[config.mk]
export PLATFORM = sky130hd
export DESIGN_NAME = exe_mem_reg
export DESIGN_NICKNAME = d
export VERILOG_FILES = /design/src/hdl/rv_mem_pkg.sv /design/src/hdl/exe_mem_reg.sv
export SDC_FILE = /design/constraint.sdc
export NUM_CORES = 1
export LEC_CHECK = 0
export BUFFER_PORTS_ARGS = -buffer_cell sky130_fd_sc_hd__clkbuf_2
export CORE_MARGIN = 2
export CORE_UTILIZATION = 45
export DETAILED_ROUTE_END_ITERATION = 12
export PLACE_DENSITY = 0.78
export SLEW_MARGIN = 20
export SYNTH_ARGS = -nofsm -noshare
export SYNTH_HDL_FRONTEND = slang
export SYNTH_SLANG_ARGS = --single-unit
[constraint.sdc]
create_clock -name clk -period 5.01 [get_ports clk]
set_input_delay 0 -clock clk [delete_from_list [all_inputs] [get_ports clk]]
set_output_delay 0 -clock clk [all_outputs]
set_load 0.05 [all_outputs]
[src/hdl/rv_mem_pkg.sv]
package rv_mem_pkg;

    // Data path and register file widths
    typedef logic [31:0] xlen_t;
    typedef logic [4:0]  reg_addr_t;
    typedef logic [2:0]  funct3_t;

    // One bit per byte lane, low means write that lane
    typedef logic [3:0]  byte_wen_t;

    // Memory width codes from funct3 (FLW and FSW use the word code)
    localparam funct3_t F3_B  = 3'd0;
    localparam funct3_t F3_H  = 3'd1;
    localparam funct3_t F3_W  = 3'd2;
    localparam funct3_t F3_BU = 3'd4;
    localparam funct3_t F3_HU = 3'd5;

    // Byte write enables
    localparam byte_wen_t WEN_IDLE = 4'b1111;
    localparam byte_wen_t WEN_WORD = 4'b0000;

    // Data memory geometry and default latency
    localparam int MEM_WORDS = 256;
    localparam int MEM_AW    = $clog2(MEM_WORDS);
    localparam int MEM_WAIT  = 1;

    typedef logic [MEM_AW-1:0] word_idx_t;

    // Bundle handed over by the execute stage
    typedef struct packed {
        logic      valid;
        xlen_t     alu_out;
        xlen_t     r_alu_out;
        reg_addr_t write_addr;
        funct3_t   funct3;
        xlen_t     pc;
        xlen_t     store_data;
        logic      rd_src;
        logic      mem_to_reg;
        logic      mem_write;
        logic      mem_read;
        logic      reg_write;
        logic      f_reg_write;
    } exe_out_t;

    // EX/MEM contents, store data already shifted into its lanes
    typedef struct packed {
        logic      valid;
        xlen_t     alu_out;
        xlen_t     r_alu_out;
        reg_addr_t write_addr;
        funct3_t   funct3;
        xlen_t     pc;
        xlen_t     store_data;
        logic      rd_src;
        logic      mem_to_reg;
        byte_wen_t mem_wen;
        logic      mem_read;
        logic      reg_write;
        logic      f_reg_write;
    } exmem_t;

    // Writeback to the integer and float register files
    typedef struct packed {
        logic      reg_write;
        logic      f_reg_write;
        reg_addr_t write_addr;
        xlen_t     data;
        xlen_t     pc;
    } wb_t;

endpackage

[src/hdl/exe_mem_reg.sv]
module exe_mem_reg
    import rv_mem_pkg::*;
(
    input  logic     clk,
    input  logic     reset,
    input  exe_out_t exe,
    input  logic     im_stall,
    input  logic     dm_stall,
    output exmem_t   exmem
);

    byte_wen_t wen_next;
    xlen_t     store_next;

    // Lane enables and data alignment for stores
    always_comb begin
        wen_next   = WEN_IDLE;
        store_next = exe.store_data;
        if (exe.mem_write) begin
            case (exe.funct3)
                F3_B: begin
                    case (exe.alu_out[1:0])
                        2'd0: begin
                            wen_next = 4'b1110;
                        end
                        2'd1: begin
                            wen_next   = 4'b1101;
                            store_next = {16'd0, exe.store_data[7:0], 8'd0};
                        end
                        2'd2: begin
                            wen_next   = 4'b1011;
                            store_next = {8'd0, exe.store_data[7:0], 16'd0};
                        end
                        default: begin
                            wen_next   = 4'b0111;
                            store_next = {exe.store_data[7:0], 24'd0};
                        end
                    endcase
                end
                F3_H: begin
                    if (exe.alu_out[1]) begin
                        wen_next   = 4'b0011;
                        store_next = {exe.store_data[15:0], 16'd0};
                    end else begin
                        wen_next = 4'b1100;
                    end
                end
                // SW and FSW
                default: begin
                    wen_next = WEN_WORD;
                end
            endcase
        end
    end

    always_ff @(posedge clk or posedge reset) begin
        if (reset) begin
            exmem <= '{mem_wen: WEN_IDLE, default: '0};
        end else if (im_stall && !dm_stall) begin
            // Memory finishes this cycle, so keep it from running again
            exmem.mem_wen  <= WEN_IDLE;
            exmem.mem_read <= 1'b0;
            exmem.valid    <= 1'b0;
        end else if (!dm_stall) begin
            exmem.valid       <= exe.valid;
            exmem.alu_out     <= exe.alu_out;
            exmem.r_alu_out   <= exe.r_alu_out;
            exmem.write_addr  <= exe.write_addr;
            exmem.funct3      <= exe.funct3;
            exmem.pc          <= exe.pc;
            exmem.store_data  <= store_next;
            exmem.rd_src      <= exe.rd_src;
            exmem.mem_to_reg  <= exe.mem_to_reg;
            exmem.mem_wen     <= wen_next;
            exmem.mem_read    <= exe.mem_read;
            exmem.reg_write   <= exe.reg_write;
            exmem.f_reg_write <= exe.f_reg_write;
        end
        // dm_stall holds everything
    end

endmodule

Word-level counts from Yosys, hierarchy flattened
Cells that the tools add are included.

Flip-flop bits (word level): 146. Bits in latches: 0. RAM bits: 0. ROM bits: 0. Output and inout bits: 146. Word-level logic and storage cells: 35. Memories kept: 0.

$add $sub $neg: 0. Multiply operators: 0. Div/mod/pow operators: 0. $lt $le $gt $ge: 0. Eq/ne operators: 4. Shift-type cells: 0. Muxes and demuxes: 11. Bitwise operators: 2. Reductions and logical operators: 5.

Operator list (count): two-way mux 146 bit (1); case mux 32 bit (3 select lines) (1); two-way mux 32 bit (2); case mux 32 bit (2 select lines) (1); case mux 4 bit (3 select lines) (1); two-way mux 4 bit (2); case mux 4 bit (2 select lines) (1); two-way mux 5 bit (1); equality test 3 x 1 -> 1 bit, second input constant (1); zero test 3 bit (1); equality test 2 x 1 -> 1 bit, second input constant (1); equality test 2 bit, second input constant (1); zero test 2 bit (1); != test 2 x 1 -> 1 bit, second input constant (1); NOT 1 bit (2); AND reduction 2 bit (1); logical AND 1 bit (1); zero test 1 bit (1); two-way mux 1 bit (1).

Longest topological paths before layout
Depth in word-level cells: 6. Depth in mapped cells: 6.

Worst setup path before layout
No wires, ideal clock.

Path kind: input to register. Start: in dm_stall. End: reg exmem[17] (netlist name). Setup time: 101 ps. Data arrival time: 972 ps. Slack: 3937 ps. Stages on the path: 5. Buffers on the path: 3. Cell sequence: clkbuf_1 > or2_1 > buf_6 > buf_2 > o311ai_2.

Longest elaborated chain between the ends: 4.

Ends and longest elaborated chain: start, declared (RTL line exe_mem_reg.sv:8) `input logic dm_stall,`; zero test 1 bit; logical AND 1 bit (RTL line exe_mem_reg.sv:59) `end else if (im_stall && !dm_stall) begin`; NOT 1 bit (no source line); AND reduction 2 bit (no source line) *; end, declared (RTL line exe_mem_reg.sv:9) `output exmem_t exmem`.

Mark *: on every way between the ends. The rest lies on a longest branch, timed or not. A chain may end at the register's enable or synchronous reset.

Final worst setup path
Start: in dm_stall. End: reg exmem[30] (netlist name).

The elaborated chain is that of the path after synthesis.

==> reports/metrics.cfg <==
[finish]
nFillCells = 810
drive_gt1_share_pct = 31.2
layout_common_cells = nand2_1 (372), clkbuf_2 (292), dlygate4sd3_1 (159)
layout_commonest_cell = nand2_1
area_delta_synth_final_pct = 60.8
nets = 1257
n_antenna_cell = 0
stdcell_area_mm2 = 0.00989
multiInputGateArea_mm2 = 0.00216
top_regs = exmem (146)
largest_register_ffs = 146
regArea_mm2 = 0.00366
largest_register = exmem

[sta]
rsz0062_at_grt = false
fin_tns_setup_ns = 0
min_period_over_period_pct = 57.2
hold_viol_final = 0
slew_violations = 0
setup_violations = 0
period_minus_slack_ns = 2.87
fin_ws_ns = 2.14
slew_headroom_pct = 27.1
worst_slew_pin_slew_ns = 1.09
skew_ns = 0
clock.fmax_ghz = 0.349

[logic_synthesis]
synth_top_flop_cell = dfrtp_1
synth.yosys.seq_area_share_pct = 59.5
netlist_instances = 679
synth_fp_nets = 826
async_flop_share_pct = 100
synthDistinctLibCells = 33
ys_ff_latch = 146
syn_area_per_cell_um2 = 9.06
synth_area_mm2 = 0.00615
ys_warn_count = 0
synth_edf_count = 0

[cts]
clkSlewWorstSetupHoldPaths_ns = 0.06
cts_tree = yes
cts_buffers = 17
cts_num_sinks = 146
cts_buffer_depth = 2
cts-root-buf = clkbuf_16
cts-htree-levels = 4
post_cts_buffers = 0
clk_latency_ns = 0.41

[placement]
pre_cts_slack_ns = 2.87
gp_congestion = 0.785
dp_hpwl_um = 12200
io_buffers = 292
place_area_mm2 = 0.00762

[detailed_routing]
vias = 6710
routed_wl_um = 22900
wl_per_cell_um = 17.7
viasPerCell = 5.17
drt-initial-drc-count = 472
ant_nets = 0
drt_first_pass_iters = 5
drc = 0

[floorplanning]
row_count = 42
dieArea_mm2 = 0.0146
chipHeight_um = 121
start_util_pct = 46.3
ios = 293
die_w_um = 121
fp.coreArea_mm2 = 0.0133

[global_route]
grt_pass1_vias = 6999
antenna_found_initial = 0
overflow = 0
grt_max_degree = 99
grt_usage_pct = 31.6
grt_pass1_wl_um = 35500

[run_status]
status = complete, no violations

[flow_run]
maxCapViolCount = 0

[worst_setup_path]
timing_worst_setup_path_type = in -> reg
worstPathArrival_ns = 3.21
path_max_fanout = 98
crit_path_end_kind = flip-flop
timing.rr.start = exmem[5]$_DFFE_PP1P_
crit_start = dm_stall
start_kind = input pin
required_ns = 5.36

[hold_path]
min_from = exe[111]
hold_class = in -> reg

[power_and_ir_drop]
power_mw = 4.05
p_leak_nw = 5.35
ir_drop_mv = 0.235
powerDensity_mw_per_mm2 = 410

## cells by family (layout without fill, tap and decap cells)
logic type | after synthesis | after routing | share of synthesized area, %
AO/OA/AOI/OAI | 60 | 60 | 8.28
buffers and inverters | 65 | 509 | 5.53
flip-flops | 146 | 146 | 59.5
AND/OR/NAND/NOR | 408 | 408 | 26.7
## worst paths after layout
check | end | slack, ns | depth (start not counted)
worst max-delay path | exmem[30]$_DFFE_PP0P_ | 2.14 | 7
worst min-delay path | exmem[4]$_DFFE_PP1P_ | 0.002 | 3
worst max register to register | exmem[5]$_DFFE_PP1P_ | 3.63 | 3
worst min register to register | exmem[4]$_DFFE_PP1P_ | 0.47 | 2
max in group asynchronous | exmem[9]$_DFFE_PP0P_ | 3.43 | 4
min in group asynchronous | exmem[135]$_DFFE_PP0P_ | 0.27 | 3
## cell type report
cell class | instances | area share (%)
Clock inverter | 14 | 2.51
Sequential cell | 146 | 37.0
Multi-Input combinational cell | 468 | 21.9
Tap cell | 176 | 2.23
Clock buffer | 18 | 4.34
Timing Repair Buffer | 455 | 31.2
Inverter | 22 | 0.886
## per-layer routing
metal | track usage [%] | share of wire [%] | wire (µm) | vias up
met2 | 54.3 | 50 | 11500 | 397
met5 | 0 | 0 | 0 | -
met3 | 9.12 | 9.2 | 2120 | 71
met1 | 36.3 | 37 | 8540 | 3211
li1 | - | - | - | 3031
met4 | 14.9 | 3.6 | 818 | 0
## Yosys cell counts, drive strengths merged, types with 3 or more instances
| cell type | instances | area (µm²) |
|---|---|---|
| a211o | 8 | 78.8 |
| a22oi | 8 | 60.1 |
| a32oi | 4 | 35.0 |
| buf | 32 | 200 |
| clkbuf | 10 | 47.5 |
| dfrtp | 142 | 3550 |
| dfstp | 4 | 105 |
| inv | 22 | 82.6 |
| nand2 | 372 | 1400 |
| nand3 | 8 | 40.0 |
| nand3b | 8 | 60.1 |
| nand4 | 8 | 50.1 |
| nor2 | 3 | 11.3 |
| o211ai | 16 | 120 |
| o21ai | 6 | 30.0 |
| o311ai | 8 | 100 |
| o31ai | 8 | 60.1 |
## critical path: stages
cell and delay, ns:
dlygate4sd3_1 0.55, clkbuf_2 0.23, or2_4 0.88, buf_4 0.71, nand2_1 0.12, o211ai_1 0.10, dlygate4sd3_1 0.59
## through the flow
stage / instances / util, % / hold slack [ns]
after floorplan: 679 / - / 0.0770
after global placement: 1108 / 57.3 / 0.189
after detailed placement: 1108 / 57.3 / 0.193
after CTS: 1299 / 74.4 / 0.00355
after global routing: 1299 / 74.4 / 0.00815
final: 1299 / 74.4 / 0.00202
## power by group
part	leakage [nW]	internal [mW]	switching, mW
combinational	3.23	0.309	0.845
sequential	1.80	1.33	0.0971
clock	0.323	0.944	0.528
total	5.35	2.58	1.47
## what timing repair did
item,4_1_cts,5_1_grt
endpoints found under the hold margin,230,0
hold buffers,159,0
resized for setup,0,0
No activity file was read; power rests on OpenSTA's default activity.
