File: config.mk
export PLATFORM = sky130hd
export DESIGN_NAME = mem_wb_reg
export DESIGN_NICKNAME = d
export VERILOG_FILES = /design/src/hdl/rv_mem_pkg.sv /design/src/hdl/mem_wb_reg.sv
export SDC_FILE = /design/constraint.sdc
export NUM_CORES = 1
export LEC_CHECK = 0
export BUFFER_PORTS_ARGS = -buffer_cell sky130_fd_sc_hd__buf_2
export CAP_MARGIN = 20
export CORE_UTILIZATION = 40
export CTS_BUF_LIST = sky130_fd_sc_hd__clkbuf_4 sky130_fd_sc_hd__clkbuf_8
export CTS_CLUSTER_SIZE = 20
export DETAILED_ROUTE_END_ITERATION = 8
export GPL_TIMING_DRIVEN = 0
export PLACE_DENSITY = 0.83
export REMOVE_ABC_BUFFERS = 1
export SYNTH_ARGS = -nofsm -noshare
export SYNTH_HDL_FRONTEND = slang
export SYNTH_SLANG_ARGS = --single-unit
File: constraint.sdc
create_clock -name clk -period 2 [get_ports clk]
set_clock_uncertainty 0.05 [all_clocks]
set_input_delay 0.2 -clock clk [delete_from_list [all_inputs] [get_ports clk]]
set_output_delay 0.2 -clock clk [all_outputs]
set_load 0.05 [all_outputs]
File: src/hdl/rv_mem_pkg.sv
package rv_mem_pkg;

    // Data path and register file widths
    typedef logic [31:0] xlen_t;
    typedef logic [4:0]  reg_addr_t;
    typedef logic [2:0]  funct3_t;

    // One bit per byte lane, low means write that lane
    typedef logic [3:0]  byte_wen_t;

    // Memory width codes from funct3 (FLW and FSW use the word code)
    localparam funct3_t F3_B  = 3'd0;
    localparam funct3_t F3_H  = 3'd1;
    localparam funct3_t F3_W  = 3'd2;
    localparam funct3_t F3_BU = 3'd4;
    localparam funct3_t F3_HU = 3'd5;

    // Byte write enables
    localparam byte_wen_t WEN_IDLE = 4'b1111;
    localparam byte_wen_t WEN_WORD = 4'b0000;

    // Data memory geometry and default latency
    localparam int MEM_WORDS = 256;
    localparam int MEM_AW    = $clog2(MEM_WORDS);
    localparam int MEM_WAIT  = 1;

    typedef logic [MEM_AW-1:0] word_idx_t;

    // Bundle handed over by the execute stage
    typedef struct packed {
        logic      valid;
        xlen_t     alu_out;
        xlen_t     r_alu_out;
        reg_addr_t write_addr;
        funct3_t   funct3;
        xlen_t     pc;
        xlen_t     store_data;
        logic      rd_src;
        logic      mem_to_reg;
        logic      mem_write;
        logic      mem_read;
        logic      reg_write;
        logic      f_reg_write;
    } exe_out_t;

    // EX/MEM contents, store data already shifted into its lanes
    typedef struct packed {
        logic      valid;
        xlen_t     alu_out;
        xlen_t     r_alu_out;
        reg_addr_t write_addr;
        funct3_t   funct3;
        xlen_t     pc;
        xlen_t     store_data;
        logic      rd_src;
        logic      mem_to_reg;
        byte_wen_t mem_wen;
        logic      mem_read;
        logic      reg_write;
        logic      f_reg_write;
    } exmem_t;

    // Writeback to the integer and float register files
    typedef struct packed {
        logic      reg_write;
        logic      f_reg_write;
        reg_addr_t write_addr;
        xlen_t     data;
        xlen_t     pc;
    } wb_t;

endpackage

File: src/hdl/mem_wb_reg.sv
module mem_wb_reg
    import rv_mem_pkg::*;
(
    input  logic   clk,
    input  logic   reset,
    input  exmem_t exmem,
    input  xlen_t  load_word,
    input  logic   dm_stall,
    output wb_t    wb
);

    logic [7:0]  load_byte;
    logic [15:0] load_half;
    xlen_t       load_ext;
    xlen_t       wb_data;

    // Pick the addressed byte and half out of the word
    always_comb begin
        case (exmem.alu_out[1:0])
            2'd0:    load_byte = load_word[7:0];
            2'd1:    load_byte = load_word[15:8];
            2'd2:    load_byte = load_word[23:16];
            default: load_byte = load_word[31:24];
        endcase
        load_half = exmem.alu_out[1] ? load_word[31:16] : load_word[15:0];
    end

    always_comb begin
        case (exmem.funct3)
            F3_B:    load_ext = {{24{load_byte[7]}}, load_byte};
            F3_BU:   load_ext = {24'd0, load_byte};
            F3_H:    load_ext = {{16{load_half[15]}}, load_half};
            F3_HU:   load_ext = {16'd0, load_half};
            default: load_ext = load_word;
        endcase
    end

    // Writeback source: load, link value or ALU result
    always_comb begin
        if (exmem.mem_to_reg) begin
            wb_data = load_ext;
        end else if (exmem.rd_src) begin
            wb_data = exmem.r_alu_out;
        end else begin
            wb_data = exmem.alu_out;
        end
    end

    always_ff @(posedge clk or posedge reset) begin
        if (reset) begin
            wb <= '0;
        end else if (dm_stall) begin
            // Bubble while memory is still busy
            wb.reg_write   <= 1'b0;
            wb.f_reg_write <= 1'b0;
        end else begin
            wb.reg_write   <= exmem.valid && exmem.reg_write;
            wb.f_reg_write <= exmem.valid && exmem.f_reg_write;
            wb.write_addr  <= exmem.write_addr;
            wb.data        <= wb_data;
            wb.pc          <= exmem.pc;
        end
    end

endmodule

# After elaboration in Yosys (flattened, before gate mapping)
# Index checks and enable logic that the tools add are counted.
# op_classes
add_sub_neg,0
multipliers,0
n_div,0
magnitude_cmp,0
n_eq_ne,5
shifts,0
muxes,6
bitwise,0
reduce_logical,4
# ops
op,count
32-bit one-hot mux with 4 select lines,1
32-bit 2-to-1 mux,2
8-bit one-hot mux with 3 select lines,1
16-bit 2-to-1 mux,1
3-bit equality test (second input constant),2
3-bit by 1-bit equality test with 1-bit output (second input constant),1
3-bit logical NOT,1
2-bit by 1-bit equality test with 1-bit output (second input constant),1
2-bit equality test (second input constant),1
1-bit logical AND,2
2-bit logical NOT,1
2-bit 2-to-1 mux,1
# word_totals
regBits,71
latch_bits,0
mem_bits_rw,0
rom_bits,0
output_inout_bits,71
elab_cells,20
mem_count,0

# Longest topological paths before layout
# depth
word_depth,4
ltp_mapped,7

# Least setup slack after synthesis
# No wires, ideal clock.
# synth_timing
path_type,input port to flip-flop
from,input port exmem[114] (netlist bit)
to,register wb[41] (netlist bit)
arrival_time_ps,1310
required_ps,1815
slack_ps,506
cell_stages,5
n_path_buf,1
path_cell_list,buf_6 -> mux4_2 -> a21o_1 -> o221ai_1 -> o211ai_1
# synth_between
elab_chain_cells,4
# synth_rtl
item,line_no,rtl
start: declaration,mem_wb_reg.sv:6,"input exmem_t exmem,"
"2-bit equality test, or another cell as far along",mem_wb_reg.sv:19,case (exmem.alu_out[1:0])
8-bit one-hot mux with 3 select lines,mem_wb_reg.sv:19,
32-bit one-hot mux with 4 select lines (*),mem_wb_reg.sv:29,case (exmem.funct3)
32-bit 2-to-1 mux (*),mem_wb_reg.sv:40,if (exmem.mem_to_reg) begin
end: declaration,mem_wb_reg.sv:9,output wb_t wb
# Mark *: on every way between the ends. The rest lies on a longest branch, timed or not.
# A chain may end at the register's enable or synchronous reset.

# Worst setup path after layout
# layout_timing
from,input port exmem[114] (netlist bit)
to,register wb[62] (netlist bit)
# The elaborated chain is that of the path after synthesis.

==> flow_summary_export.csv <==
group,metric,value,unit
synthesis,synth_top_area_frac,0.451,
worst_setup_path,path_max_fanout,18,
clocking,numCtsBuffers,9,
status,outcome,"complete, no violations",
detailed_routing,postRouteAntennaNets,0,
synthesis,synth_area,3940,sq um
worst_setup_path,cp.arrival,1.96,ns
final_layout,reg_top3,"wb x71",
clocking,clk_latency,0.33,ns
detailed_routing,vias,3668,
placed_design,dpl_cell_area,5030,sq um
final_layout,antenna_cells,0,
sta,max_freq,564,MHz
detailed_routing,routedWlPerCell,16.5,microns
worst_setup_path,worstSetupStartpointType,"input port",
global_routing,antenna_found_initial,0,
synthesis,synth-seq-cells,71,
synthesis,async_flop_share,1.00,
clocking,clockBufferDepth,2,
sta,tightest_slew,0.907,ns
synthesis,yosysTopAreaCell,"dfrtp_1",
synthesis,synth-compound-area-share,0.165,
floorplan,start_util,0.420,
synthesis,synth_top_family_by_area,"multiplexers",
synthesis,synth_adder_area_share,0,
synthesis,yosys_warnings,0,
synthesis,synth-xor-area-share,0,
sta,finalCritPeriodShare,0.887,
global_routing,grt_pass1_vias,3652,
worst_setup_path,end_kind,"flip-flop",
sta,setup_tns,0,ns
synthesis,synth_mux_area_frac,0.229,
synthesis,avgSynthCellArea,10.4,sq um
global_routing,grt_pass1_wl,18.0,mm
worst_setup_path,required,2.19,ns
synthesis,synth_top_flop_cell,"dfrtp_1",
sta,period_needed,1.77,ns
clocking,clkSlewWorstSetupHoldPaths,0.08,ns
placed_design,dp_hpwl,8.79,mm
power,ir_drop,454,uV
synthesis,ys_types,34,
clocking,clock_sinks,71,
global_routing,grt_max_degree,72,
final_layout,nFillCells,853,
sta,setup_violations,0,
flow_run,max_cap_violations,0,
placed_design,portBuffers,214,
sta,slew_violations,0,
sta,slew_headroom,0.393,
detailed_routing,drtPass1Iterations,4,
placed_design,gp_congestion,0.799,
power,power_density,825,nW/um^2
sta,hold_ws,0.00334,ns
floorplan,dieArea,10200,sq um
floorplan,die_y,101,microns
clocking,cts_resized,0,
synthesis,synthCells,377,
floorplan,core_region_area,9370,sq um
sta,grt_setup_unrepaired,"no",
clocking,cts_tree,"yes",
floorplan,die_width,101,microns
synthesis,synth_most_common_cell,"dfrtp_1",
placed_design,dp_slack,-0.142,ns
final_layout,regMostFlops,"wb",
final_layout,drive_above_1_share,0.510,
worst_setup_path,crit_type,"input port to flip-flop",
synthesis,synthTopCellsByArea,"dfrtp_1 (45%), mux2_2 (15%), mux2i_1 (6.4%)",
clocking,post_cts_buffers,0,
detailed_routing,routed_via_density,5.20,
floorplan,num_rows,35,
power,p_leak,2.58,nW
clocking,root_buffer,"clkbuf_8",
min_path,holdCritPathClass,"input port to async pin",
synthesis,synth_edf_count,0,
detailed_routing,routed_wirelength,11.7,mm
clocking,htreeDepth,3,
detailed_routing,drt-initial-drc-count,125,
worst_setup_path,reg2reg_depth,1,
floorplan,io_pins,252,
final_layout,area_growth,33.8,%
global_routing,grtUsageTotal,0.232,
synthesis,synthSimpleGateAreaFrac,0.107,
sta,setup_slack,0.227,ns
worst_setup_path,startpoint,"exmem[114]",
detailed_routing,drcViolationCount,0,
global_routing,grt_overflow,0,
final_layout,fin_area,5270,sq um
synthesis,ys_top_cells_by_count,"dfrtp_1 (71), mux2_2 (54), nand2_1 (52)",
final_layout,layout.nets,753,
final_layout,final_util,0.562,
clocking,hold_buffers,0,
sta,hold_viol,0,
final_layout,largest_reg_flops,71,
synthesis,ys_seq_area_frac,0.451,
worst_setup_path,timing.rr.start,"wb[17]",
==> where the power goes <==
group          internal [W]  switching [W]  total (W)
Combinational      0.000428       0.000954    0.00138
Clock              0.000726       0.000570    0.00130
Sequential          0.00159      0.0000765    0.00167
==> cells in the final DEF (no fill, tap or decap), types with 3 or more instances in the layout <==
cell type / netlist / layout
a211oi_1: 17 / 17
a2bb2oi_1: 6 / 6
a32oi_1: 3 / 3
buf_2: 7 / 214
clkbuf_8: 0 / 9
dfrtp_1: 71 / 71
inv_1: 7 / 6
mux2_2: 54 / 54
mux2i_1: 25 / 25
nand2_1: 52 / 52
nor2_1: 16 / 16
nor2b_1: 11 / 11
o211ai_1: 10 / 10
o21ai_0: 28 / 28
o21ai_1: 11 / 11
o221ai_1: 10 / 10
or2_2: 3 / 3
==> through the flow <==
step / std cells / total power (W)
after floorplan: 345 / 0.00260
after global placement: 688 / 0.00304
after detailed placement: 689 / 0.00308
after CTS: 705 / 0.00439
after global routing: 706 / 0.00457
final: 706 / 0.00434
==> kinds of logic (layout without fill, tap and decap cells) <==
group	Yosys count	after routing
AOI/OAI and AO/OA	95	95
muxes	81	81
and+or+nand+nor	91	91
buffers and inverters	39	239
DFF	71	71
==> area by class of cell <==
| class | instances | area (sq um) | share of cell area |
|---|---|---|---|
| clock buffers | 10 | 131 | 0.0249 |
| clock inverters | 6 | 92.6 | 0.0176 |
| inverters | 7 | 28.8 | 0.00546 |
| multi-input cells | 267 | 1980 | 0.375 |
| flip-flops and latches | 71 | 1780 | 0.337 |
| well taps | 129 | 161 | 0.0306 |
| repair buffers | 216 | 1100 | 0.209 |
==> routing by layer <==
metal,up-vias,track usage,wire length (microns)
met1,1730,0.268,4650
met3,10,0.0600,843
met2,165,0.428,6070
met4,0,0.0557,104
li1,1763,-,-
met5,-,0,0
==> final timing paths <==
path / end / slack [ns]
worst max-delay path: wb[62] / 0.23
max in group asynchronous: wb[62] / 1.36
min in group clk: wb[4] / 0.03
worst max register to register: wb[17] / 1.15
worst min-delay path: wb[65] / 0.003
worst min register to register: wb[60] / 0.43
==> worst max-delay path, stage by stage <==
cell and delay, ns:
buf_2 0.39, mux2i_4 0.16, nor4b_4 0.78, a211oi_1 0.18, o21ai_0 0.24
Power figures use the tool's default switching activity.
